`src/source/si_req_pkg.sv`:
```
`default_nettype none

package si_req_pkg;

    // command byte positions, bytes 2 to 5 are reserved and skipped
    localparam int CMD_LEN      = 17;
    localparam int CMD_SFP_POS  = 6;
    localparam int CMD_IP_POS   = 7;   // 4 bytes, msb first
    localparam int CMD_PORT_POS = 11;  // 2 bytes
    localparam int CMD_PID_POS  = 13;  // 2 bytes, top 3 bits dropped
    localparam int CMD_TID_POS  = 15;
    localparam int CMD_SEC_POS  = 16;

    typedef struct packed {
        logic [15:0] tag;   // echoed in the reply head
        logic [7:0]  sfp;
        logic [31:0] ip;
        logic [15:0] port;
        logic [12:0] pid;
        logic [7:0]  tid;   // table id
        logic [7:0]  sec;   // section index
    } si_req_t;

    localparam logic [7:0] REPLY_HEAD0 = 8'h04;
    localparam logic [7:0] REPLY_HEAD1 = 8'h01;

    typedef enum logic [1:0] {
        RPL_IDLE,
        RPL_HEAD,
        RPL_DATA
    } reply_state_e;

endpackage

`default_nettype wire

```
`src/source/si_cmd_parser.sv`:
```
`timescale 1ns/100ps
`default_nettype none

module si_cmd_parser
    import si_req_pkg::*;
(
    input  wire logic       i_clk,
    input  wire logic       i_reset,
    input  wire logic [7:0] i_con,
    input  wire logic       i_con_en,
    output si_req_t         o_req,
    output logic            o_arm
);

    logic [4:0] cnt;  // byte position inside the command

    always_ff @(posedge i_clk)
    begin
        if (i_reset)
        begin
            cnt   <= '0;
            o_arm <= 1'b0;
        end
        else
        begin
            cnt   <= i_con_en ? cnt + 5'd1 : 5'd0;
            o_arm <= i_con_en && (cnt == 5'(CMD_LEN - 1));
        end
    end

    // request fields hold until the next command
    always_ff @(posedge i_clk)
    begin
        if (i_con_en)
        begin
            case (cnt)
                0:                o_req.tag[15:8]  <= i_con;
                1:                o_req.tag[7:0]   <= i_con;
                CMD_SFP_POS:      o_req.sfp        <= i_con;
                CMD_IP_POS:       o_req.ip[31:24]  <= i_con;
                CMD_IP_POS + 1:   o_req.ip[23:16]  <= i_con;
                CMD_IP_POS + 2:   o_req.ip[15:8]   <= i_con;
                CMD_IP_POS + 3:   o_req.ip[7:0]    <= i_con;
                CMD_PORT_POS:     o_req.port[15:8] <= i_con;
                CMD_PORT_POS + 1: o_req.port[7:0]  <= i_con;
                CMD_PID_POS:      o_req.pid[12:8]  <= i_con[4:0];
                CMD_PID_POS + 1:  o_req.pid[7:0]   <= i_con;
                CMD_TID_POS:      o_req.tid        <= i_con;
                CMD_SEC_POS:      o_req.sec        <= i_con;
                default:          ;  // reserved bytes
            endcase
        end
    end

endmodule

`default_nettype wire

```
`config.mk`:
```
export PLATFORM = sky130hd
export DESIGN_NAME = si_cmd_parser
export DESIGN_NICKNAME = d
export VERILOG_FILES = /design/src/source/si_req_pkg.sv /design/src/source/si_cmd_parser.sv
export SDC_FILE = /design/constraint.sdc
export NUM_CORES = 1
export LEC_CHECK = 0
export ABC_CLOCK_PERIOD_IN_PS = 1950
export BUFFER_PORTS_ARGS = -buffer_cell sky130_fd_sc_hd__buf_2
export CAP_MARGIN = 20
export CORE_MARGIN = 2
export CORE_UTILIZATION = 30
export CTS_BUF_LIST = sky130_fd_sc_hd__clkbuf_4 sky130_fd_sc_hd__clkbuf_8
export CTS_CLUSTER_DIAMETER = 60
export CTS_CLUSTER_SIZE = 30
export DETAILED_ROUTE_END_ITERATION = 12
export GPL_TIMING_DRIVEN = 1
export PLACE_DENSITY = 0.49
export SLEW_MARGIN = 0
export SYNTH_ARGS = -nofsm -noshare
export SYNTH_HDL_FRONTEND = slang
export SYNTH_SLANG_ARGS = --single-unit
```
`constraint.sdc`:
```
create_clock -name i_clk -period 1.95 [get_ports i_clk]
set_input_delay 0.0975 -clock i_clk [delete_from_list [all_inputs] [get_ports i_clk]]
set_output_delay 0.0975 -clock i_clk [all_outputs]
set_load 0.01 [all_outputs]
```
# After elaboration in Yosys (flattened, before gate mapping)
# Cells that the tools add are included.
dict set report totals {
  register_bits 107
  in_bits 11
  output_inout_bits 102
  word_cells 45
}
dict set report classes {
  addsub 1
  eq_ne 12
  bitwise 1
  n_reduce_logical 16
}
# op count
set op_table {}
lappend op_table {{5-bit by 4-bit == test with 1-bit output, second input constant} 8}
lappend op_table {{2-bit AND reduction} 13}
lappend op_table {{5-bit by 3-bit == test with 1-bit output, second input constant} 2}
lappend op_table {{5-bit by 1-bit adder with 5-bit output, second input constant} 1}
lappend op_table {{5-bit by 1-bit == test with 1-bit output, second input constant} 1}
lappend op_table {{5-bit == test, second input constant} 1}
lappend op_table {{5-bit zero test} 1}
lappend op_table {{2-bit OR reduction} 1}
lappend op_table {{1-bit logical AND} 1}
lappend op_table {{1-bit NOT} 1}

# Logic depth before layout (Yosys ltp)
dict set report logic_depth {
  ltp_word 2
  depth_mapped 4
  mapped_depth_nobuf 4
}

# Worst setup path before layout
# No wires, ideal clock.
dict set report synth_path {
  path_kind {register -> register}
  startpoint {register cnt[0]}
  endpoint {register o_req[61] (netlist name), enable pin}
  setup_time_ps 385
  arrival_ps 1335
  required_ps 1565
  slack_ps 230
  path_stages_with_launch 5
  path_cell_list {dfxtp_1 -> inv_1 -> ha_1 -> nand2b_1 -> nor3b_1}
}
dict set report synth_between {
  elab_chain_cells 2
}
# element line_no
set synth_rtl {}
lappend synth_rtl {{start: declaration} si_cmd_parser.sv:15} ;# logic [4:0] cnt;
lappend synth_rtl {{start signal: assignment} si_cmd_parser.sv:26} ;# cnt <= i_con_en ? cnt + 5'd1 : 5'd0;
lappend synth_rtl {{5-bit by 4-bit == test with 1-bit output} si_cmd_parser.sv:36} ;# case (cnt)
lappend synth_rtl {{2-bit AND reduction (no source line)} n/a}
lappend synth_rtl {{end: declaration} si_cmd_parser.sv:11} ;# output si_req_t o_req,
# No other way between the ends.
# A chain may end at the register's enable or synchronous reset.

# Worst setup path in the final report
dict set report layout_path {
  startpoint {register cnt[0]}
  endpoint {register o_req[8] (netlist name), enable pin}
}
# The elaborated chain is that of the path after synthesis.

==> results by group <==
Global routing
  • Remaining global-route overflow: 0
  • Global Route Usage Sum: 0.1231
  • First-pass GRT wire length: 10910 um
  • Largest net degree at the start of global routing: 18
  • Initial antenna violation count: 0
  • Vias in the first global route: 1821

Setup path
  • Cell family with the largest share of critical-path delay: simple AND/OR/NAND/NOR gates
  • Crit path DAT: 1.64 ns
  • Slowest CP cell: dfxtp_1
  • CP startpoint: cnt[0]$_SDFF_PP0_
  • Buf/Inv on CP: 0
  • Cell Chain, Critical Path: ha_1, and3_1, ha_1, and2_1
  • CP Depth: 4
  • Critical R2R Launch: cnt[0]$_SDFF_PP0_
  • Crit-path max FO: 8
  • Crit end category: register
  • Critical Path Max Stage Delay: 0.44 ns
  • CP startpoint kind: register
  • CP required: 1.98 ns
  • CP dominant cell by count: ha_1
  • CP Class: reg -> reg
  • R2r worst-path depth: 4

STA
  • FMAX: 620.9 MHz
  • Worst Tran Pin Value: 0.4441 ns
  • Final period utilization: 0.8259
  • Clock skew: 0.006126 ns
  • Slew Viols, Final: 0
  • Slew margin rel.: 0.7040
  • RSZ-0062 raised after global routing: false
  • Final hold violations: 0
  • Final setup margin: 0.3394 ns
  • Tmin final: 1.611 ns
  • Final setup fails: 0
  • Final setup TNS: 0 ns

Layout
  • # fillers: 1094
  • Area delta synth->final: 27.20%
  • Post-Layout Cell Count: 425
  • Core Util, Final: 0.3872
  • Nets: 294
  • Register area: 3153 um2
  • Antenna Diode Count: 0
  • Multi-input logic area: 272.8 um2
  • Layout cells sized above 1: 0.4645

Routing
  • WL per Instance: 17.45 um
  • Antenna-violating nets left: 0
  • Post-Route WL: 7415 um
  • Vias per cell: 4.198
  • Initial DRC count: 59
  • Drt first pass iters: 4
  • Via count: 1784
  • DRC: 0

Min path
  • Hold Path Depth: 3
  • Hold crit path type: in -> reg
  • HP Start: i_reset

Clock network
  • Clk sink count: 107
  • Cts hold-fix bufs: 0
  • CTS root buffer: clkbuf_8
  • Setup bufs post-CTS: 0
  • Worst skew pair latency: 0.35 ns
  • Worst-case clock buffer depth: 2
  • Post_cts resized: 0
  • TritonCTS clock tree: built
  • H-Tree Depth: 3
  • TritonCTS Buffers: 9
  • Clk slew on worst S/H paths: 0.10 ns

Place
  • GPL Wtd Cong: 0.7280
  • PortBufs: 112
  • Placed cell count: 409
  • Post-DP HPWL: 4781 um
  • Place WS: 0.3388 ns

Synth
  • Synth Area per Inst: 22.82 um2
  • Syn Std Cell Area: 3446 um2
  • Post-Syn Nets: 168
  • Post-synth cell types: 18
  • Area leader, netlist: edfxtp_1
  • Gate Count Post-Synth: 151
  • Area fraction of the dominant cell type after synthesis: 0.8802
  • Synth warn: 0
  • Seq/Total Area, Yosys: 0.9150
  • Yosys reg bits: 107
  • Synth top area cells: edfxtp_1, dfxtp_1, ha_1

Die
  • Die extent in y: 111.2 um
  • IO Pins: 113
  • Core Box Area: 11320 um2
  • Std-Cell Rows: 39
  • Initial Util: 0.3044
  • Die W: 111.2 um
  • Die ar.: 12360 um2

Run
  • Max-cap violations: 0

Pwr
  • Total power: 0.003848 W
  • Power density over cell area: 878.0 nW/um2
  • P_leak: 1.676 nW
  • Worst vdd ir: 405.9 uV

Run status
  • Status: completed
## layout make-up
class                           count  area share
Clock buffer                       10     0.02997
Clock inverter                      6    0.009421
Inverter                            4    0.003426
Multi-Input combinational cell     39     0.06223
Sequential cell                   107      0.7194
Tap cell                          143     0.04082
Timing Repair Buffer              116      0.1347
## cells in the mapped netlist
| master | n |
|---|---|
| and2_1 | 2 |
| and3_1 | 9 |
| buf_2 | 1 |
| dfxtp_1 | 6 |
| edfxtp_1 | 101 |
| ha_1 | 6 |
| inv_1 | 4 |
| mux2i_1 | 1 |
| nand2b_1 | 1 |
| nand3_1 | 2 |
| nand3b_1 | 2 |
| nor2_1 | 8 |
| nor2b_1 | 2 |
| nor3_1 | 1 |
| nor3b_1 | 1 |
| or2b_1 | 2 |
| or3b_1 | 1 |
| xnor2_1 | 1 |
## flip-flops by register name, summed over array words and instances (netlist names)
| name | flops |
|---|---|
| o_arm | 1 |
| cnt | 5 |
| o_req | 101 |
## worst min-delay path: cells and delay by family
kind | cells | cell delay (ns)
AND/OR/NAND/NOR | 1 | 0.10
buffers and inverters | 1 | 0.10
multiplexers | 1 | 0.06
## per-stage QoR
stage          hold WS [ns]  area, um2
5_1_grt             0.03045       4383
3_3_place_gp         0.3964       4210
3_5_place_dp         0.4186       4210
4_1_cts             0.02565       4383
2_1_floorplan        0.1964       3446
6_report            0.05099       4383
## report_power, final
| part | total [W] | internal [W] | switching [W] |
|---|---|---|---|
| Clock | 0.00121 | 0.000480 | 0.000734 |
| Combinational | 0.000100 | 0.0000263 | 0.0000742 |
| Sequential | 0.00253 | 0.00253 | 0.00000671 |
| Total | 0.00385 | 0.00303 | 0.000815 |
## per-layer routing
metal  up-vias  track usage  share of wire
li1        830            -              -
met1       878       0.1621           0.45
met2        66       0.1927           0.48
met3        10      0.03226          0.056
met4         0      0.05432          0.013
met5         -            0              0
## placed cells by master (no fill, tap or decap), types with 2 or more instances in the layout
cell type	count
buf_2	112
edfxtp_1	101
and3_1	9
clkbuf_8	9
nor2_1	8
ha_1	6
dfxtp_1	6
inv_1	4
buf_4	4
or2b_1	2
nand3b_1	2
nor2b_1	2
and2_1	2
nand3_1	2
clkinvlp_4	2
## cell families (layout without fill, tap and decap cells)
logic type / after synthesis / in the layout / synth area share
DFF: 107 / 107 / 0.9150
and+or+nand+nor: 31 / 31 / 0.05192
muxes: 1 / 1 / 0.002905
buffers and inverters: 5 / 136 / 0.005807
adders and majority gates: 6 / 6 / 0.02179
xor gates and xnor gates: 1 / 1 / 0.002542
## worst paths after layout
kind,endpoint,slack (ns)
hold / removal,cnt[3]$_SDFF_PP0_,0.05
hold reg to reg,cnt[0]$_SDFF_PP0_,0.52
setup / recovery,o_req[8]$_DFFE_PP_,0.34
setup reg to reg,o_req[8]$_DFFE_PP_,0.34
Note: power is estimated with default switching activity, not from simulation.
