===== src/source/si_req_pkg.sv =====
`default_nettype none

package si_req_pkg;

    // command byte positions, bytes 2 to 5 are reserved and skipped
    localparam int CMD_LEN      = 17;
    localparam int CMD_SFP_POS  = 6;
    localparam int CMD_IP_POS   = 7;   // 4 bytes, msb first
    localparam int CMD_PORT_POS = 11;  // 2 bytes
    localparam int CMD_PID_POS  = 13;  // 2 bytes, top 3 bits dropped
    localparam int CMD_TID_POS  = 15;
    localparam int CMD_SEC_POS  = 16;

    typedef struct packed {
        logic [15:0] tag;   // echoed in the reply head
        logic [7:0]  sfp;
        logic [31:0] ip;
        logic [15:0] port;
        logic [12:0] pid;
        logic [7:0]  tid;   // table id
        logic [7:0]  sec;   // section index
    } si_req_t;

    localparam logic [7:0] REPLY_HEAD0 = 8'h04;
    localparam logic [7:0] REPLY_HEAD1 = 8'h01;

    typedef enum logic [1:0] {
        RPL_IDLE,
        RPL_HEAD,
        RPL_DATA
    } reply_state_e;

endpackage

`default_nettype wire


===== src/source/ts_pkg.sv =====
`default_nettype none

package ts_pkg;

    localparam int         TS_PKT_BYTES   = 188;
    localparam logic [7:0] TS_SYNC        = 8'h47;
    localparam int         TS_HDR_WORDS   = 3;    // sfp, ip, port
    localparam int         TS_FIFO_PTR_W  = 6;
    localparam int         TS_FIFO_WORDS  = 1 << TS_FIFO_PTR_W;
    localparam int         SEC_ADDR_W     = 12;   // 4096 byte section buffer
    localparam int         SEC_NUM_POS    = 6;    // section_number offset

    typedef struct packed {
        logic [7:0] data;
        logic       valid;
        logic       pkt_first;  // byte 0 of a 188 byte packet
    } ts_byte_t;

    typedef enum logic [3:0] {
        IDLE,
        PID_HI,
        PID_LO,
        CC_CHECK,
        ADAPT_CTRL,
        ADAPT_LEN,
        ADAPT_SKIP,
        PTR_LEN,
        PTR_SKIP,
        TID_CHECK,
        WRITE,
        WAIT_PKT,
        DONE
    } cap_state_e;

endpackage

`default_nettype wire


===== src/source/si_reply_sender.sv =====
`timescale 1ns/100ps
`default_nettype none

module si_reply_sender
    import si_req_pkg::*;
    import ts_pkg::*;
(
    input  wire logic                  i_clk,
    input  wire logic                  i_reset,
    input  wire logic                  i_done,
    input  wire logic [SEC_ADDR_W-1:0] i_sec_len,
    input  wire logic [15:0]           i_tag,
    input  wire logic [7:0]            i_rdata,
    output logic [SEC_ADDR_W-1:0]      o_raddr,
    output logic [7:0]                 o_si,
    output logic                       o_si_en
);

    reply_state_e          state;
    logic [1:0]            head_cnt;
    logic [SEC_ADDR_W-1:0] len;

    always_ff @(posedge i_clk)
    begin
        if (i_reset)
        begin
            state   <= RPL_IDLE;
            o_si_en <= 1'b0;
        end
        else
        begin
            o_si_en <= (state != RPL_IDLE) || i_done;
            case (state)
                RPL_IDLE:
                    if (i_done)
                        state <= RPL_HEAD;
                RPL_HEAD:
                    if (head_cnt == 2'd3)
                        state <= RPL_DATA;
                default:
                    if (o_raddr == len)
                        state <= RPL_IDLE;  // last byte goes out now
            endcase
        end
    end

    ////////////////////////////////////////////////////////////////////////////
    // reply bytes, address 0 is prefetched during the last head byte

    always_ff @(posedge i_clk)
    begin
        case (state)
            RPL_IDLE:
            begin
                o_si     <= REPLY_HEAD0;
                head_cnt <= 2'd1;
                o_raddr  <= '0;
                if (i_done)
                    len <= i_sec_len;
            end
            RPL_HEAD:
            begin
                head_cnt <= head_cnt + 2'd1;
                case (head_cnt)
                    2'd1:    o_si <= REPLY_HEAD1;
                    2'd2:    o_si <= i_tag[15:8];
                    default: o_si <= i_tag[7:0];
                endcase
                if (head_cnt == 2'd3)
                    o_raddr <= o_raddr + SEC_ADDR_W'(1);
            end
            default:
            begin
                o_si    <= i_rdata;
                o_raddr <= o_raddr + SEC_ADDR_W'(1);
            end
        endcase
    end

    // capture stays disarmed until the reply is out
    a_done_idle: assert property (@(posedge i_clk) disable iff (i_reset)
        i_done |-> state == RPL_IDLE);

endmodule

`default_nettype wire


===== config.mk =====
export PLATFORM = sky130hd
export DESIGN_NAME = si_reply_sender
export DESIGN_NICKNAME = d
export VERILOG_FILES = /design/src/source/si_req_pkg.sv /design/src/source/ts_pkg.sv /design/src/source/si_reply_sender.sv
export SDC_FILE = /design/constraint.sdc
export NUM_CORES = 1
export LEC_CHECK = 0
export BUFFER_PORTS_ARGS = -buffer_cell sky130_fd_sc_hd__buf_2
export CORE_AREA = 2 2 74 58
export DETAILED_ROUTE_END_ITERATION = 8
export DIE_AREA = 0 0 76 60
export PLACE_DENSITY = 0.81
export SLEW_MARGIN = 25
export SYNTH_ARGS = -nofsm -noshare
export SYNTH_HDL_FRONTEND = slang
export SYNTH_SLANG_ARGS = --single-unit
export TNS_END_PERCENT = 100

===== constraint.sdc =====
create_clock -name i_clk -period 1.73 [get_ports i_clk]
set_input_delay 0.2595 -clock i_clk [delete_from_list [all_inputs] [get_ports i_clk]]
set_output_delay 0.2595 -clock i_clk [all_outputs]
set_load 0.03 [all_outputs]

; Word level (Yosys, flattened, before mapping)
; Index checks and enable logic that the tools add are counted.
[totals]
in_bits = 39
output_inout_bits = 21
regBits = 37
[op_classes]
n_reduce_logical = 7
n_addsub = 2
n_eq_ne = 7
mux = 9
[op_table]
columns = op, n
row1 = 8-bit case mux with 2 select lines, 2
row2 = 12-bit case mux with 2 select lines, 1
row3 = 12-bit by 1-bit adder with 12-bit output (second input constant), 1
row4 = 12-bit == test, 1
row5 = 12-bit two-way mux, 1
row6 = 2-bit case mux with 2 select lines, 2
row7 = 2-bit two-way mux, 3
row8 = 2-bit by 1-bit == test with 1-bit output (second input constant), 2
row9 = 2-bit == test (second input constant), 2
row10 = 2-bit != test (second input constant), 2
row11 = 2-bit nonzero test, 2
row12 = 3-bit AND reduction, 1
row13 = 3-bit nonzero test, 1
row14 = 2-bit by 1-bit adder with 2-bit output (second input constant), 1
row15 = 2-bit logical NOT, 1
row16 = 2-bit AND reduction, 1
row17 = 1-bit logical OR, 1

; Logic depth before layout (Yosys ltp)
[depth]
word_depth = 3
ltp_mapped = 6
depth_no_buf = 6

; Worst setup path after synthesis
; Ideal clock, no wire load.
[synth_timing]
path_kind = reg-to-reg
start = register o_raddr[0]
end = register o_raddr[8], data pin
setup_time_ns = 0.267
arrival_time_ns = 1.370
path_slack_ns = 0.093
period_less_slack_ns = 1.637
required_ns = 1.463
path_stages_with_launch = 6
cell_sequence = edfxtp_1 ha_1 nand2_1 nor3_1 xnor2_1 nor2_1
[synth_via]
elab_chain_cells = 3
[synth_rtl]
columns = element, line
row1 = "start, declared", si_reply_sender.sv:14  ; output logic [SEC_ADDR_W-1:0] o_raddr,
row2 = "start signal, assigned", si_reply_sender.sv:70  ; o_raddr <= o_raddr + SEC_ADDR_W'(1);
row3 = "start signal, assigned", si_reply_sender.sv:75  ; o_raddr <= o_raddr + SEC_ADDR_W'(1);
row4 = 12-bit by 1-bit adder with 12-bit output (*), "si_reply_sender.sv:70, si_reply_sender.sv:75"
row5 = 12-bit two-way mux, si_reply_sender.sv:69  ; if (head_cnt == 2'd3)
row6 = 12-bit case mux with 2 select lines (*), si_reply_sender.sv:52  ; case (state)
; Mark *: on every way between the ends. The rest lies on a longest branch, timed or not. The select of a mux whose other input is x is not followed.
; A chain may end at the register's enable or synchronous reset.

; Final worst setup path
[layout_timing]
start = register o_raddr[0]
end = register o_raddr[10], data pin
; The elaborated chain is that of the path after synthesis.

==> summary.txt <==
status = completed
Setup CP Type = reg -> reg
total power draw = 0.002975 W
CP Cell Sequence = ha_1 > nand2_1 > nor3_1 > xnor2_1 > nor2_1
fin. max-slew vios = 0
Initial Util = 43.06%
share of the synthesized area in the top cell type = 46.74%
RSZ-0062 raised after global routing = false
Slew @ Worst Pin = 0.4786 ns
first-pass GRT wire length = 4974 um
Setup Skew = 0.007553 ns
DR iter-0 viols = 93
yosys warns = 0
Die Y = 60 um
multiplexer share of the synthesized area = 0%
Clk Latency, worst-skew pair = 0.29 ns
I/O pin total = 60
clock sink total = 37
die area = 4560 sq um
CTS resizes = 0
Crit-path slowest cell = edfxtp_1
Worst Path Buf+Inv = 0
clock buffer depth = 2
most numerous cell in the Yosys netlist = edfxtp_1
via/cell ratio = 4.806
1st-pass router iterations = 4
Synth Area in XOR/XNOR = 11.01%
top cells by area, synth = edfxtp_1 (47%), dfxtp_1 (13%), xnor2_1 (10%)
largest family of logic cells by synthesized area = simple AND/OR/NAND/NOR gates
Relative slew margins = 68.05%
Synth Area in Simple Gates = 15.73%
core area = 3879 sq um
share of synthesized registers carrying an async set or reset = 0%
standard-cell row count = 20
worst r2r dst = o_raddr[10]
register area share after synthesis = 59.93%
P_sw = 0.001049 W
CP max stage delay = 0.47 ns
# nets final = 255
Post-Place Setup Slack = 0.2073 ns
register-to-register setup slack = 0.19 ns
Post-synth EDFFs = 26
Leak = 0.8597 nW
Vias = 1288
Hold Buf Count CTS = 0
final hold vios = 0
Setup crit start kind = register
peak supply drop = 823.1 uV
area leader, netlist = edfxtp_1
initial antenna violation count = 0
WP data arrival = 1.59 ns
hold depth = 1
H-tree Lvls = 2
GRT Total Usage = 14.35%
Seq pwr share = 46.2%
Synthesized Nets = 189
GPL Wtd Cong = 0.8329
final setup vio count = 0
Wirelength per Cell = 12.28 um
Post-synth top cells = edfxtp_1 (26), xnor2_1 (19), nand2_1 (16)
Post-Synth Adder-Cell Area = 2.996%
post-route setup TNS = 0 ns
Overflow after GRT = 0
CP delay by family, top = flip-flops
final period utilization = 89.19%
#FFs+latches synth = 37
Final WS setup = 0.1870 ns
CTS root buf = clkbuf_8
worst reg2reg path depth = 5
sw frac = 35.28%
Die X-Extent = 76 um
hold path start = i_sec_len[1]
Crit. End Element = register
Worst EP required = 1.78 ns
Synth Area in Compound Gates = 8.315%
Mapped Area = 1670 sq um
Worst Hold Endpoint = len[1]
Internal = 0.001925 W
Clock transition at path regs = 0.07 ns
combinational share of power = 29.8%
largest net degree at the start of global routing = 15
Main synth FF type = edfxtp_1
Fmax = 0.6481 GHz
Crit. path cell count = 5
Pwr Density = 1382 nW/um^2
hpwl dp = 2478 um
port buffer count = 59
Synth cell types = 26
hold_ws = 0.1421 ns
total routed wirelength = 3290 um
DR DRC count = 0
crit path max fanout = 6
TritonCTS clock tree = built
HP Class = in -> reg
post-CTS setup buffers = 0
cts bufs inserted = 5
Area Growth Syn to Fin = 28.84%
synthesized instance count = 146
MaxCap Viol Count = 0
Clock power frac = 24.0%
n_diodes = 0
Reg-to-Reg Start = o_raddr[0]
share of cells above drive strength 1 = 34.27%
min Tclk post-route = 1.543 ns
ANT nets after route = 0
vias in the first global route = 1100
Syn Area/Cell = 11.44 sq um
## cells by family after synthesis
kind of cell | count (synthesis)
compound gates | 23
xor+xnor | 21
flops | 37
fa+ha+maj | 4
simple gates | 52
buf+inv | 9
## flip-flops by register name (all words and copies together), names as in the netlist
signal / count
o_si_en: 1
o_raddr: 12
o_si: 8
state: 2
len: 12
head_cnt: 2
## power by group through the flow
stage / registers (W) / logic, W / clock network [W]
CTS: 0.00137 / 0.000895 / 0.000728
detailed placement: 0.00139 / 0.000890 / 0
global placement: 0.00138 / 0.000880 / 0
global route: 0.00140 / 0.000959 / 0.000765
floorplan: 0.00158 / 0.000388 / 0
finish: 0.00137 / 0.000886 / 0.000715
## stage by stage
stage,util [%],instance area (sq um),std cells
5_1_grt,55.48,2152,268
6_report,55.48,2152,268
4_1_cts,55.48,2152,268
3_3_place_gp,52.74,2046,260
2_1_floorplan,-,1670,146
3_5_place_dp,52.74,2046,260
## worst max-delay path by stage
stage,start,end,slack (ns)
3_3_place_gp,o_raddr[0],o_raddr[10],0.29
5_1_grt,o_raddr[7],state[0],0.10
4_1_cts,o_raddr[0],o_raddr[8],0.19
3_5_place_dp,o_raddr[0],o_raddr[8],0.21
2_1_floorplan,o_raddr[0],o_raddr[8],0.09
6_report,o_raddr[0],o_raddr[10],0.19
## layer usage
layer  part of all wire (%)  GRT usage [%]  vias up  wire length [um]
li1                       -              -      646                 -
met1                     46          19.46      587              1522
met2                     46          22.07       49              1498
met3                    6.5          2.870        6               213
met4                    1.7          8.052        0                55
met5                      0              0        -                 0
## cells in the final DEF, fill, tap and decap left out
cell type / n
or3_1: 1
xor2_1: 2
nor2_1: 14
nand2_1: 16
nor3_1: 5
nor2_2: 1
ha_1: 4
o21ai_0: 9
a31oi_1: 2
dfxtp_1: 11
and3_2: 1
nand3_2: 1
xnor2_1: 19
o311ai_0: 1
buf_4: 3
nand4_1: 4
clkbuf_1: 1
nand2b_1: 1
a21oi_1: 4
bufinv_16: 1
nand3_4: 1
inv_1: 6
edfxtp_1: 26
a22oi_1: 6
o31ai_1: 1
nor4_2: 1
buf_2: 59
nor2b_1: 3
clkbuf_8: 5
nand3_1: 3
clkinv_1: 1
## layout make-up
cell class	instances	area, sq um
Timing Repair Buffer	62	317.8
Clock inverter	2	33.78
Tap cell	55	68.82
Sequential cell	37	1001
Fill cell	328	1727
Multi-Input combinational cell	100	635.6
Clock buffer	6	72.57
Inverter	6	22.52
Note: power is estimated with default switching activity, not from simulation.
