$ cat src/source/ts_pkg.sv
`default_nettype none

package ts_pkg;

    localparam int         TS_PKT_BYTES   = 188;
    localparam logic [7:0] TS_SYNC        = 8'h47;
    localparam int         TS_HDR_WORDS   = 3;    // sfp, ip, port
    localparam int         TS_FIFO_PTR_W  = 6;
    localparam int         TS_FIFO_WORDS  = 1 << TS_FIFO_PTR_W;
    localparam int         SEC_ADDR_W     = 12;   // 4096 byte section buffer
    localparam int         SEC_NUM_POS    = 6;    // section_number offset

    typedef struct packed {
        logic [7:0] data;
        logic       valid;
        logic       pkt_first;  // byte 0 of a 188 byte packet
    } ts_byte_t;

    typedef enum logic [3:0] {
        IDLE,
        PID_HI,
        PID_LO,
        CC_CHECK,
        ADAPT_CTRL,
        ADAPT_LEN,
        ADAPT_SKIP,
        PTR_LEN,
        PTR_SKIP,
        TID_CHECK,
        WRITE,
        WAIT_PKT,
        DONE
    } cap_state_e;

endpackage

`default_nettype wire

$ cat src/source/ts_word_fifo.sv
`timescale 1ns/100ps
`default_nettype none

module ts_word_fifo
    import ts_pkg::*;
(
    input  wire logic        i_clk,
    input  wire logic        i_reset,
    input  wire logic [31:0] i_word,
    input  wire logic        i_wr,
    output ts_byte_t         o_byte
);

    logic [31:0]              mem [TS_FIFO_WORDS];
    logic [TS_FIFO_PTR_W-1:0] wr_ptr;
    logic [TS_FIFO_PTR_W-1:0] rd_ptr;
    logic [TS_FIFO_PTR_W:0]   fill;      // words held
    logic [1:0]               byte_sel;  // 0 is the msb byte
    logic [7:0]               pkt_cnt;
    logic                     rd_en;
    logic                     pop;
    logic                     full;

    assign rd_en = (fill != '0);
    assign pop   = rd_en && (byte_sel == 2'd3);
    assign full  = (fill == (TS_FIFO_PTR_W + 1)'(TS_FIFO_WORDS));

    always_ff @(posedge i_clk)
    begin
        if (i_wr)
            mem[wr_ptr] <= i_word;
    end

    always_ff @(posedge i_clk)
    begin
        o_byte.data <= mem[rd_ptr][8 * (3 - byte_sel) +: 8];
        if (i_reset)
        begin
            wr_ptr           <= '0;
            rd_ptr           <= '0;
            fill             <= '0;
            byte_sel         <= '0;
            pkt_cnt          <= '0;
            o_byte.valid     <= 1'b0;
            o_byte.pkt_first <= 1'b0;
        end
        else
        begin
            if (i_wr)
                wr_ptr <= wr_ptr + 1'b1;
            if (pop)
                rd_ptr <= rd_ptr + 1'b1;
            fill <= fill + (TS_FIFO_PTR_W + 1)'(i_wr) - (TS_FIFO_PTR_W + 1)'(pop);
            if (rd_en)
                byte_sel <= byte_sel + 2'd1;

            // packet position, restarts whenever the fifo runs dry
            if (!rd_en || pkt_cnt == 8'(TS_PKT_BYTES - 1))
                pkt_cnt <= '0;
            else
                pkt_cnt <= pkt_cnt + 8'd1;

            o_byte.valid     <= rd_en;
            o_byte.pkt_first <= rd_en && (pkt_cnt == '0);
        end
    end

    a_no_overflow: assert property (@(posedge i_clk) disable iff (i_reset)
        i_wr |-> !full);

endmodule

`default_nettype wire

$ cat config.mk
export PLATFORM = sky130hd
export DESIGN_NAME = ts_word_fifo
export DESIGN_NICKNAME = d
export VERILOG_FILES = /design/src/source/ts_pkg.sv /design/src/source/ts_word_fifo.sv
export SDC_FILE = /design/constraint.sdc
export NUM_CORES = 2
export LEC_CHECK = 0
export BUFFER_PORTS_ARGS = -buffer_cell sky130_fd_sc_hd__buf_2
export CAP_MARGIN = 20
export CORE_MARGIN = 2
export CORE_UTILIZATION = 63
export CTS_CLUSTER_SIZE = 40
export DETAILED_ROUTE_END_ITERATION = 6
export GPL_ROUTABILITY_DRIVEN = 0
export HOLD_SLACK_MARGIN = 0.08
export PLACE_DENSITY_LB_ADDON = 0.2
export SETUP_SLACK_MARGIN = 0.02
export SYNTH_ARGS = -nofsm -noshare
export SYNTH_HDL_FRONTEND = slang
export SYNTH_SLANG_ARGS = --single-unit
$ cat constraint.sdc
create_clock -name i_clk -period 6 [get_ports i_clk]
set_input_delay 0.9 -clock i_clk [delete_from_list [all_inputs] [get_ports i_clk]]
set_output_delay 0.9 -clock i_clk [all_outputs]
set_load 0.1 [all_outputs]
======== Yosys cells after proc, flatten, opt, wreduce, memory -nomap -nowiden ========
Memory sizes are Yosys's and may differ from the RTL's. A register that Yosys moved wholly into a read port is not among the register bits.
Index checks and enable logic that the tools add are counted.
cells by class
  add/subtract/negate cells ............... 7
  equal/unequal tests ..................... 2
  shift operators ......................... 1
  multiplexer cells ....................... 4
  reduce and logical (&&, ||, !) cells .... 7
operators with widths
  operator             count
  $shiftx 32x33->8     1
  $add 6x1->6 const B  2
  $mux 6               2
  $add 8x1->8 const B  1
  $eq 8x8->1 const B   1
  $logic_not 8->1      1
  $add 7x1->7          1
  $reduce_bool 7->1    1
  $sub 7x1->7          1
  $sub 2x2->3 const A  1
  $add 2x1->2 const B  1
  $eq 2x2->1 const B   1
  $logic_and 1x1->1    2
  $mux 1               2
  $reduce_or 2->1      1
  $logic_not 1->1      1
  $logic_or 1x1->1     1
word-level totals
  register bits ........................... 39
  RAM bits ................................ 2048
  output and inout bits ................... 10
  word-level logic and storage cells ...... 30
  memories kept ........................... 1
memory list
  name  depth  width  rd ports  clocked after Yosys merged registers in  write ports  RTL line            RTL
  mem   64     32     1         1                                        1            ts_word_fifo.sv:14  logic [31:0] mem [TS_FIFO_WORDS];

======== Longest topological paths before layout ========
  depth in word-level cells ............... 4
  gate-level depth with buffers ........... 17

======== Least setup slack after synthesis ========
Ideal clock, no wire load.
  kind .................................... input -> register
  from .................................... input i_wr
  to ...................................... memory mem[40][0] (enable)
  setup time .............................. 0.502 ns
  arrival ................................. 4.417 ns
  required time ........................... 5.498 ns
  setup slack ............................. 1.082 ns
  stages .................................. 3
  path through ............................ clkbuf_1 nand4b_1 nor4_1
on the way
  word-level cells in the longest chain between the ends .. 2
RTL lines
  item                          RTL line            RTL
  start: declaration            ts_word_fifo.sv:10  input wire logic i_wr,
  $mux 1                        ts_word_fifo.sv:30  if (i_wr)
  $mux 1 (implied by the code)  ts_word_fifo.sv:31  mem[wr_ptr] <= i_word;
  end: declaration              ts_word_fifo.sv:14
Every way passes these cells.

==> flow_metrics.py <==
metrics = {
    "setup_path": {
        "critPathLaunchType": "register",
        "critPathMostFrequentCell": "buf_4",
        "crit_buf_inv": 2,
        "worst_r2r_endpoint": "o_byte[5]",
        "criticalPathCategory": "register to register",
        "slowest_stage": "dfxtp_4",
        "endpoint_kind": "register",
        "path_depth": 8,
        "worstPathCellList": "buf_4 > buf_4 > mux4_2 > a22o_1 > a221oi_1 > o22ai_1 > or4_1 > and3_1",
        "arrival_ps": 5200,
        "cp_max_fo": 56,
        "worst_ep_required_time_ps": 6720,
        "r2r_slack_ps": 1520,
        "slowest_delay_ps": 1130,
        "crit_end": "o_byte[5]",
        "crit_family": "compound AO/OA/AOI/OAI gates",
        "rr_worst_depth": 8,
    },
    "sta": {
        "timing.fmax_mhz": 223.1,
        "fin_ws_ps": 1519,
        "setup_viol": 0,
        "skew_ps": 29.45,
        "fin_crit_ps": 4481,
        "fin_crit_sh_pct": 74.69,
        "hold_viol_final": 0,
        "maxSlewHeadroom_pct": 15.14,
        "tns_ps": 0,
        "final-max-slew-violation-count": 0,
        "worst_slew_pin_slew_ps": 1273,
        "rsz0062_at_grt": "false",
    },
    "clocking": {
        "cts_tree": "done",
        "holdBufCountCts": 0,
        "cts.path.max_buffers": 3,
        "clock-root-buffer": "clkbuf_16",
        "cts_buffers": 196,
        "post_cts_resized": 0,
        "clock_latency_ps": 830,
        "post-cts-setup-buffer-count": 0,
        "htreeDepth": 4,
        "clk_pin_slew_ps": 60,
        "cts_num_sinks": 2093,
    },
    "logic_synthesis": {
        "muxShareOfSynthArea_pct": 15.03,
        "synth-xor-area-share_pct": 0.2290,
        "yosysTopAreaCellShare_pct": 76.55,
        "syn_area_per_cell_um2": 21.79,
        "yosysUniqueCellTypes": 63,
        "yosysTopAreaCell": "edfxtp_1",
        "yosys_most_used_dff": "edfxtp_1",
        "synth_area_leaders": "edfxtp_1 (77%), mux4_2 (13%), mux2i_1 (2.2%), dfxtp_1 (1.1%), nor2_1 (0.67%)",
        "yosysWarnings": 0,
        "synth_compound_area_share_pct": 3.168,
        "synthTopCellsByCount": "edfxtp_1 (2048), mux4_2 (457), mux2i_1 (176)",
        "synth-seq-cells": 2093,
        "yosysSeqAreaShare_pct": 77.67,
        "synth_fa_ha_area_share_pct": 0.2274,
        "syn_inst": 3687,
        "syn_nets": 3736,
        "synthSimpleGateAreaFrac_pct": 2.126,
        "syn_area_um2": 80330,
        "synth.most_common_cell": "edfxtp_1",
        "synth_edf_count": 2048,
        "synth_top_family_by_area": "multiplexers",
        "synthArstFlopShare_pct": 0,
    },
    "layout": {
        "layout-drive-gt1-share_pct": 25.52,
        "multi_input_area_um2": 17170,
        "fin_nets": 3922,
        "final_util_pct": 70.89,
        "fin_cells": 5711,
        "nFillCells": 7151,
        "syn_to_final_growth_pct": 12.10,
        "seqCellArea_um2": 62420,
    },
    "drt": {
        "wl_per_cell_um": 36.56,
        "wl_mm": 208.8,
        "num_vias": 40745,
        "first_pass_iters": 6,
        "drt-initial-drc-count": 7427,
        "drc": 0,
        "avgViaCountPerCell": 7.134,
        "final_antenna_net_count": 0,
    },
    "global_route": {
        "grt_pass1_vias": 40697,
        "grt_first_pass_wirelength_mm": 295.6,
        "grt_max_degree": 90,
        "antenna_found_initial": 19,
        "gr-total-overflow": 0,
        "grtUsageTotal_pct": 32.48,
    },
    "die": {
        "fp.dieArea_um2": 130400,
        "coreArea_um2": 127000,
        "die_h_um": 361.1,
        "fp-row-count": 131,
        "ioPinCount": 45,
        "die_w_um": 361.1,
        "start_util_pct": 63.24,
    },
    "pwr": {
        "ir_worst_vdd_uv": 347.8,
        "finalPower_mw": 31.85,
        "power.density_nw_per_um2": 353.7,
        "power.leakage_nw": 27.26,
    },
    "min_path": {
        "holdCritPathClass": "primary input to register",
    },
    "place": {
        "hpwl_mm": 114.6,
        "placed_cells": 5310,
        "post-place-ws_ps": 1606,
        "portBuffers": 44,
    },
    "run_status": {
        "status": "finished clean",
    },
    "flow_run": {
        "cap_violations": 0,
    },
}
==> worst min-delay path by stage <==
stage                    start     endpoint  depth (start not counted)
global placement    pkt_cnt[0]   pkt_cnt[0]                          1
CTS                 pkt_cnt[0]   pkt_cnt[0]                          1
floorplan           pkt_cnt[0]   pkt_cnt[0]                          1
global route        i_word[11]  mem[17][11]                          1
finish              i_word[11]  mem[16][11]                          1
detailed placement  pkt_cnt[0]   pkt_cnt[0]                          1
==> cells in the final DEF (no fill, tap or decap), types with 6 or more instances in the layout <==
| cell type | n |
|---|---|
| buf_12 | 36 |
| o211ai_1 | 7 |
| or4_1 | 10 |
| o221ai_1 | 38 |
| and3_1 | 9 |
| nand2b_1 | 7 |
| nand2_1 | 66 |
| a22oi_1 | 64 |
| mux4_2 | 457 |
| buf_2 | 45 |
| xor2_1 | 12 |
| xnor2_1 | 9 |
| dfxtp_1 | 40 |
| a211oi_1 | 26 |
| clkbuf_16 | 202 |
| o21ai_0 | 39 |
| edfxtp_1 | 2048 |
| buf_4 | 103 |
| nor2b_1 | 18 |
| clkinv_1 | 30 |
| a22o_1 | 32 |
| a221oi_1 | 23 |
| nor2_1 | 90 |
| nor3_2 | 6 |
| or2_2 | 12 |
| a21oi_1 | 62 |
| ha_1 | 13 |
| o22ai_1 | 33 |
| nand4_1 | 6 |
| nor2_4 | 54 |
| clkbuf_8 | 8 |
| bufinv_16 | 24 |
| nor3_1 | 17 |
| mux2i_1 | 176 |
| inv_1 | 9 |
| nand3_1 | 28 |
| clkbuf_1 | 51 |
| clkinv_2 | 42 |
==> per-stage QoR <==
stage,hold slack (ps),area (um^2)
final,395.0,90050
after global routing,364.7,90050
after CTS,483.8,89500
after detailed placement,467.7,82950
after global placement,434.9,82920
after floorplan,425.8,80330
==> area by class of cell <==
| class | count | share of cell area [%] |
|---|---|---|
| Sequential cell | 2093 | 69.31 |
| Multi-Input combinational cell | 1384 | 19.07 |
| Clock buffer | 261 | 5.948 |
| Tap cell | 1662 | 2.309 |
| Timing Repair Buffer | 188 | 1.991 |
| Clock inverter | 108 | 1.319 |
| Inverter | 10 | 0.04168 |
| Antenna cell | 5 | 0.01389 |
==> layer usage <==
layer,track usage [%],up-vias,part of all wire [%]
met3,8.368,456,14
li1,-,15958,-
met5,0,-,0.036
met4,12.01,10,3.7
met1,46.83,21197,36
met2,49.00,3124,47
==> state kept, by name (all words and copies together), names as in the netlist, named ones only <==
name and count:
pkt_cnt 8, fill 7, mem 2048, o_byte 10, byte_sel 2, rd_ptr 6
wr_ptr 6
==> power by group <==
group / total, mW / switching, mW / internal [mW] / leakage [nW]
Sequential: 16.4 / 0.201 / 16.2 / 18.8
Combinational: 2.89 / 1.77 / 1.13 / 5.25
Clock: 12.6 / 5.30 / 7.31 / 3.22
Total: 31.9 / 7.26 / 24.6 / 27.3
==> cells by family after synthesis <==
| logic type | after synthesis |
|---|---|
| buffers and inverters | 210 |
| multiplexers | 635 |
| AO/OA/AOI/OAI | 356 |
| flip-flops | 2093 |
| AND/OR/NAND/NOR | 358 |
| XOR/XNOR | 21 |
| adder cells (fa/ha/maj) | 14 |
No activity file was read; power rests on OpenSTA's default activity.
