===== src/source/si_req_pkg.sv =====
`default_nettype none

package si_req_pkg;

    // command byte positions, bytes 2 to 5 are reserved and skipped
    localparam int CMD_LEN      = 17;
    localparam int CMD_SFP_POS  = 6;
    localparam int CMD_IP_POS   = 7;   // 4 bytes, msb first
    localparam int CMD_PORT_POS = 11;  // 2 bytes
    localparam int CMD_PID_POS  = 13;  // 2 bytes, top 3 bits dropped
    localparam int CMD_TID_POS  = 15;
    localparam int CMD_SEC_POS  = 16;

    typedef struct packed {
        logic [15:0] tag;   // echoed in the reply head
        logic [7:0]  sfp;
        logic [31:0] ip;
        logic [15:0] port;
        logic [12:0] pid;
        logic [7:0]  tid;   // table id
        logic [7:0]  sec;   // section index
    } si_req_t;

    localparam logic [7:0] REPLY_HEAD0 = 8'h04;
    localparam logic [7:0] REPLY_HEAD1 = 8'h01;

    typedef enum logic [1:0] {
        RPL_IDLE,
        RPL_HEAD,
        RPL_DATA
    } reply_state_e;

endpackage

`default_nettype wire


===== src/source/ts_stream_filter.sv =====
`timescale 1ns/100ps
`default_nettype none

module ts_stream_filter
    import si_req_pkg::*;
(
    input  wire logic        i_clk,
    input  wire logic        i_reset,
    input  wire logic [32:0] i_ts,
    input  wire logic        i_ts_en,
    input  wire si_req_t     i_req,
    output logic [31:0]      o_word,
    output logic             o_wr
);

    typedef enum logic [1:0] {
        F_IDLE,
        F_IP,
        F_PORT,
        F_PASS
    } filt_state_e;

    filt_state_e state;
    logic        en_r;  // for the burst start edge

    always_ff @(posedge i_clk)
    begin
        o_word <= i_ts[31:0];
        if (i_reset)
        begin
            state <= F_IDLE;
            en_r  <= 1'b0;
            o_wr  <= 1'b0;
        end
        else
        begin
            en_r <= i_ts_en;
            o_wr <= (state == F_PASS) && i_ts_en;
            case (state)
                F_IDLE:
                    if (i_ts_en && !en_r && i_ts[32] && i_ts[7:0] == i_req.sfp)
                        state <= F_IP;
                F_IP:   state <= (i_ts[31:0] == i_req.ip) ? F_PORT : F_IDLE;
                F_PORT: state <= (i_ts[15:0] == i_req.port) ? F_PASS : F_IDLE;
                default:
                    if (!i_ts_en)
                        state <= F_IDLE;  // burst over
            endcase
        end
    end

endmodule

`default_nettype wire


===== config.mk =====
export PLATFORM = sky130hd
export DESIGN_NAME = ts_stream_filter
export DESIGN_NICKNAME = d
export VERILOG_FILES = /design/src/source/si_req_pkg.sv /design/src/source/ts_stream_filter.sv
export SDC_FILE = /design/constraint.sdc
export NUM_CORES = 1
export LEC_CHECK = 0
export BUFFER_PORTS_ARGS = -buffer_cell sky130_fd_sc_hd__buf_4
export CORE_AREA = 2 2 89 57
export DETAILED_ROUTE_END_ITERATION = 8
export DIE_AREA = 0 0 91 59
export GPL_TIMING_DRIVEN = 0
export PLACE_DENSITY = 0.81
export SYNTH_ARGS = -nofsm -noshare
export SYNTH_HDL_FRONTEND = slang
export SYNTH_SLANG_ARGS = --single-unit

===== constraint.sdc =====
create_clock -name i_clk -period 1.4 [get_ports i_clk]
set_clock_uncertainty 0.1 [all_clocks]
set_input_delay 0.07 -clock i_clk [delete_from_list [all_inputs] [get_ports i_clk]]
set_output_delay 0.07 -clock i_clk [all_outputs]
set_load 0.01 [all_outputs]

### Word-level counts from Yosys, hierarchy flattened

Cells that the tools add are included.

* bits of input ports: 137
* word-level logic and storage cells: 24
* bits in registers: 36
* output and inout bits: 33

* reductions and logical operators: 7
* mux-type cells: 5
* eq/ne operators: 8

Operators by type and width (number)
* 32-bit == test: 1
* 16-bit == test: 1
* 8-bit == test: 1
* 2-bit two-way mux: 4
* 2-bit case mux with 3 select lines: 1
* 2-bit == test (second input constant): 2
* 1-bit logical AND: 4
* 4-bit by 1-bit != test with 1-bit output (second input constant): 1
* 2-bit by 1-bit == test with 1-bit output (second input constant): 1
* 2-bit zero test: 1
* 2-bit != test (second input constant): 1
* 2-bit AND reduction: 1
* 1-bit zero test: 1

### Logic depth before layout (Yosys ltp)

* depth in word-level cells: 6
* depth in mapped cells: 5
* gate-level depth less buffers: 5

### Worst setup path after synthesis

No wires, ideal clock.

* path kind: register -> register
* start point: register state[0]
* end point: register state[0]
* path buffers: 0
* slack: 247 ps
* clock period less this slack: 1153 ps
* data arrival time: 979 ps
* cell stages (with the launch flop): 5
* library setup time: 74 ps
* required time: 1226 ps
* cells stage by stage: dfxtp_1 nand3b_1 nor4_1 nand4_1 a31oi_1

* word-level cells in the longest chain between the ends: 3
* elaborated cells on any way between the ends: 7
* those cells by class: eq/ne (4); mux (1); reduce/logical (2)

Ends and longest elaborated chain
* start: declaration: line ts_stream_filter.sv:23 `filt_state_e state;`
* start signal: assignment: line ts_stream_filter.sv:43 `F_IP: state <= (i_ts[31:0] == i_req.ip) ? F_PORT : F_IDLE;`
* start signal: assignment: line ts_stream_filter.sv:44 `F_PORT: state <= (i_ts[15:0] == i_req.port) ? F_PASS : F_IDLE;`
* 2-bit == test, or another cell as far along: line ts_stream_filter.sv:39 `case (state)`
* 4-bit by 1-bit != test with 1-bit output (no source line) or 2-bit != test (tied branches)
* 2-bit AND reduction (no source line)

Parallel ways exist; a longest one is shown, timed or not.
A chain may end at the register's enable or synchronous reset.

### Worst setup path after layout

* start point: input port i_ts[24]
* end point: register state[1]

* word-level cells in the longest chain between the ends: 3

Ends and longest elaborated chain
* start: declaration: line ts_stream_filter.sv:9 `input wire logic [32:0] i_ts,`
* 32-bit == test: line ts_stream_filter.sv:43
* 2-bit two-way mux: line ts_stream_filter.sv:43
* 2-bit case mux with 3 select lines: line ts_stream_filter.sv:39

No other way between the ends.

==> metrics.csv <==
stage,metric,value,unit
power_and_ir_drop,switching power of the nets,0.000591,W
yosys,number of synthesized flops with an enable pin,0,
sta,post-route minimum period,1.31,ns
power_and_ir_drop,switching fraction of total power,24.6,%
yosys,post-synthesis average cell area,11.4,µm²
power_and_ir_drop,standby leakage power,1.29,nW
min_path,path class of the lowest-slack min-delay path,input pin to register,
power_and_ir_drop,maximum ir drop on the vdd rail,0.000511,V
floorplanning,starting utilization of the core area,31.7,%
yosys,"Warnings, synthesis",0,
run,number of violations of the max-capacitance limit,0,
placement,number of buffers inserted by port buffering,124,
cells_and_area,P&R area growth vs syn,104,%
cells_and_area,summed area of non-filler cells in the final layout,2900,µm²
clock_network,total number of clock tree sinks,36,
grt,leftover overflow at the end of global routing,0,
clock_network,buffer cell driving the clock tree root,sky130_fd_sc_hd__clkbuf_8,
sta,actual transition at the worst max-transition pin,0.334,ns
clock_network,total CTS buffers,5,
power_and_ir_drop,total power per unit cell area,829,nW/µm²
yosys,async set-or-reset flop fraction in the synthesized netlist,0,%
yosys,top cells by instance count after synthesis,"sky130_fd_sc_hd__xnor2_1, sky130_fd_sc_hd__dfxtp_1, sky130_fd_sc_hd__nand4_1",
sta,highest clock rate,761,MHz
floorplanning,floorplan die height,59,µm
power_and_ir_drop,overall power after layout,0.00240,W
clock_network,Bufs on Longest Clock Path,2,
sta,worst slew margin relative to its limit,77.5,%
placement,sum of net half-perimeters after detailed placement,3660,µm
cells_and_area,area occupied by multi-input gates,742,µm²
setup_path,end of the worst register-to-register path,state[1]$_SDFFE_PP0P_,
yosys,net count after synthesis,261,
floorplanning,Std-Cell Core Area,4470,µm²
cells_and_area,FF+latch area,723,µm²
sta,unrepaired setup endpoints after global routing,false,
floorplanning,die area,5370,µm²
setup_path,number of cells on the worst reg-to-reg path,4,
setup_path,critical path cell sequence,"dlygate4sd3_1, buf_4, xor2_1, nor3_2, nand4_1, a31oi_1",
setup_path,Worst Setup End Kind,register,
sta,final hold slack,0.0472,ns
min_path,worst hold endpoint,o_word[10]$_DFF_P_,
sta,hold violation total from the final report,0,
detailed_routing,overall via count from detail_route,1522,
detailed_routing,Post-route DRC,0,
clock_network,H-tree depth reported by CTS,2,
cells_and_area,net total in the final layout,425,
sta,share of the clock period used by the worst path,93.9,%
power_and_ir_drop,internal power of the cells,0.00181,W
clock_network,TritonCTS clock tree,built,
detailed_routing,DR WL/cell,14.4,µm
yosys,top-count cell post-synth,sky130_fd_sc_hd__xnor2_1,
floorplanning,IO Pins,170,
setup_path,required time of the critical path,1.50,ns
grt,wire length of the first global-routing pass,7700,µm
setup_path,Crit Path Class,input pin to register,
setup_path,delay of the slowest critical-path stage,0.55,ns
power_and_ir_drop,Clock power frac,28.8,%
detailed_routing,Vias per Instance,4.34,
sta,Setup TNS,0,ns
cells_and_area,FILL cells,367,
power_and_ir_drop,part of the power in combinational logic,25.9,%
yosys,synth top area cells,"sky130_fd_sc_hd__dfxtp_1, sky130_fd_sc_hd__xnor2_1, sky130_fd_sc_hd__xor2_1, sky130_fd_sc_hd__nand4_1, sky130_fd_sc_hd__nor3_2",
min_path,Worst Hold Depth,1,
detailed_routing,DRT iter0 DRCs,16,
clock_network,post-CTS repair timing setup buffer count,0,
setup_path,sum of buffers and inverters on the critical path,2,
detailed_routing,first-pass iteration count of the detailed router,4,
yosys,area share of the largest cell type after synthesis,50.8,%
yosys,sequential-to-total area share from yosys stat,50.8,%
yosys,flip-flop and latch count after synthesis,36,
yosys,synthesized netlist cell count,124,
yosys,cell taking the most area after synthesis,sky130_fd_sc_hd__dfxtp_1,
placement,Placer Congestion,0.705,
sta,"crit path setup slack, layout",0.0853,ns
yosys,number of library cell types mapped by synthesis,18,
placement,dpl cell area,2430,µm²
grt,largest net degree at the start of global routing,11,
setup_path,launching element type of the critical path,input pin,
setup_path,startpoint of the most critical register-to-register path,state[0]$_SDFFE_PP0P_,
floorplanning,placement row count,19,
power_and_ir_drop,relative contribution of sequential cells to total power,45.3,%
setup_path,crit-path leading delay family,buffers and inverters,
sta,final number of setup-violating endpoints,0,
sta,final-report max-slew violation count,0,
clock_network,source-to-sink clock delay at the later pin of the worst-skew pair,0.28,ns
detailed_routing,DRT Wirelength,5050,µm
grt,Total GRT Usage,19.2,%
detailed_routing,residual antenna-violating net count after detailed routing,0,
setup_path,highest fanout seen on the critical path,2,
setup_path,CP Data Arrival Time,1.42,ns
placement,setup slack after placement,-0.0838,ns
floorplanning,horizontal die dimension,91,µm
clock_network,clock-pin slew on the worst setup and hold paths,0.07,ns
grt,initial antenna violation count,0,
yosys,predominant post-synthesis flop cell,sky130_fd_sc_hd__dfxtp_1,
setup_path,cell with the largest stage delay on the worst path,sky130_fd_sc_hd__dlygate4sd3_1,
cells_and_area,fraction of final layout cells sized beyond drive strength 1,49.0,%
status,run status,"finished, final reports clean",
setup_path,slack of the worst reg-to-reg path,0.12,ns
grt,vias in the first global route,1616,
cells_and_area,ANT cells,0,
yosys,Syn Std Cell Area,1420,µm²
min_path,startpoint of the most critical hold path,i_ts[10],
-- per-layer routing --
metal / global-route usage, % / share of wire [%]
met1: 22.7 / 42
met4: 6.49 / 0.95
met3: 7.25 / 8.9
met5: 0 / 0
met2: 32.7 / 48
-- cell type report --
cell class | count | area share (%)
repair buffers | 157 | 43.9
clock inverters | 1 | 0.173
flip-flops and latches | 36 | 25.0
multi-input cells | 87 | 25.6
inverters | 1 | 0.130
well taps | 63 | 2.72
clock buffers | 6 | 2.51
-- placed cells by master, fill, tap and decap left out, drive strengths merged, types with 2 or more instances in the layout --
cell type / count
dfxtp: 36
buf: 123
nor3: 3
nor2: 2
xnor2: 44
a31oi: 2
nand4: 13
nand3: 2
dlygate4sd3: 33
clkbuf: 6
xor2: 12
nor4: 3
-- worst register-to-register path: stages, from the launching register on --
cell                       delay [ns]
sky130_fd_sc_hd__dfxtp_2         0.34
sky130_fd_sc_hd__nand3b_1        0.21
sky130_fd_sc_hd__nor4_2          0.16
sky130_fd_sc_hd__nand4_1         0.22
sky130_fd_sc_hd__a31oi_1         0.18
-- cell families after synthesis --
| logic type | count (synthesis) | share of synthesized area, % |
|---|---|---|
| AOI/OAI and AO/OA | 3 | 1.41 |
| buffers and inverters | 1 | 0.264 |
| DFF | 36 | 50.8 |
| xor gates and xnor gates | 56 | 34.6 |
| and+or+nand+nor | 28 | 13.0 |
-- registers in the layout (all words and copies together), names as in the netlist --
signal	cells
en_r	1
o_wr	1
state	2
o_word	32
-- power groups by stage --
stage	combinational (W)	clock, W	sequential [W]
detailed placement	0.000527	0	0.00111
global placement	0.000518	0	0.00111
finish	0.000621	0.000691	0.00109
CTS	0.000602	0.000723	0.00109
floorplan	0.000154	0	0.00114
global route	0.000666	0.000784	0.00109
-- stage by stage --
stage	utilization, %	cells
floorplan	-	124
detailed placement	54.3	311
global placement	54.3	311
finish	64.8	351
CTS	63.7	352
global route	64.8	351
-- how the worst max path moves through the flow --
stage                           from               endpoint  slack, ns  cells after the start
5_1_grt                     i_ts[23]  state[1]$_SDFFE_PP0P_      0.006                      7
6_report                    i_ts[24]  state[1]$_SDFFE_PP0P_       0.09                      6
3_3_place_gp                 i_ts[1]  state[0]$_SDFFE_PP0P_      -0.09                      6
2_1_floorplan  state[0]$_SDFFE_PP0P_  state[0]$_SDFFE_PP0P_       0.25                      4
3_5_place_dp                 i_ts[1]  state[0]$_SDFFE_PP0P_      -0.08                      6
4_1_cts                     i_ts[24]  state[1]$_SDFFE_PP0P_       0.04                      6
-- what timing repair did --
| item | in CTS | in global routing |
|---|---|---|
| hold endpoints to repair | 36 | 0 |
| pin swaps | 2 | 6 |
| hold buffers | 34 | 0 |
| gates resized for setup | 0 | 11 |
| endpoints found under the setup margin | 2 | 2 |
Power figures use the tool's default switching activity.
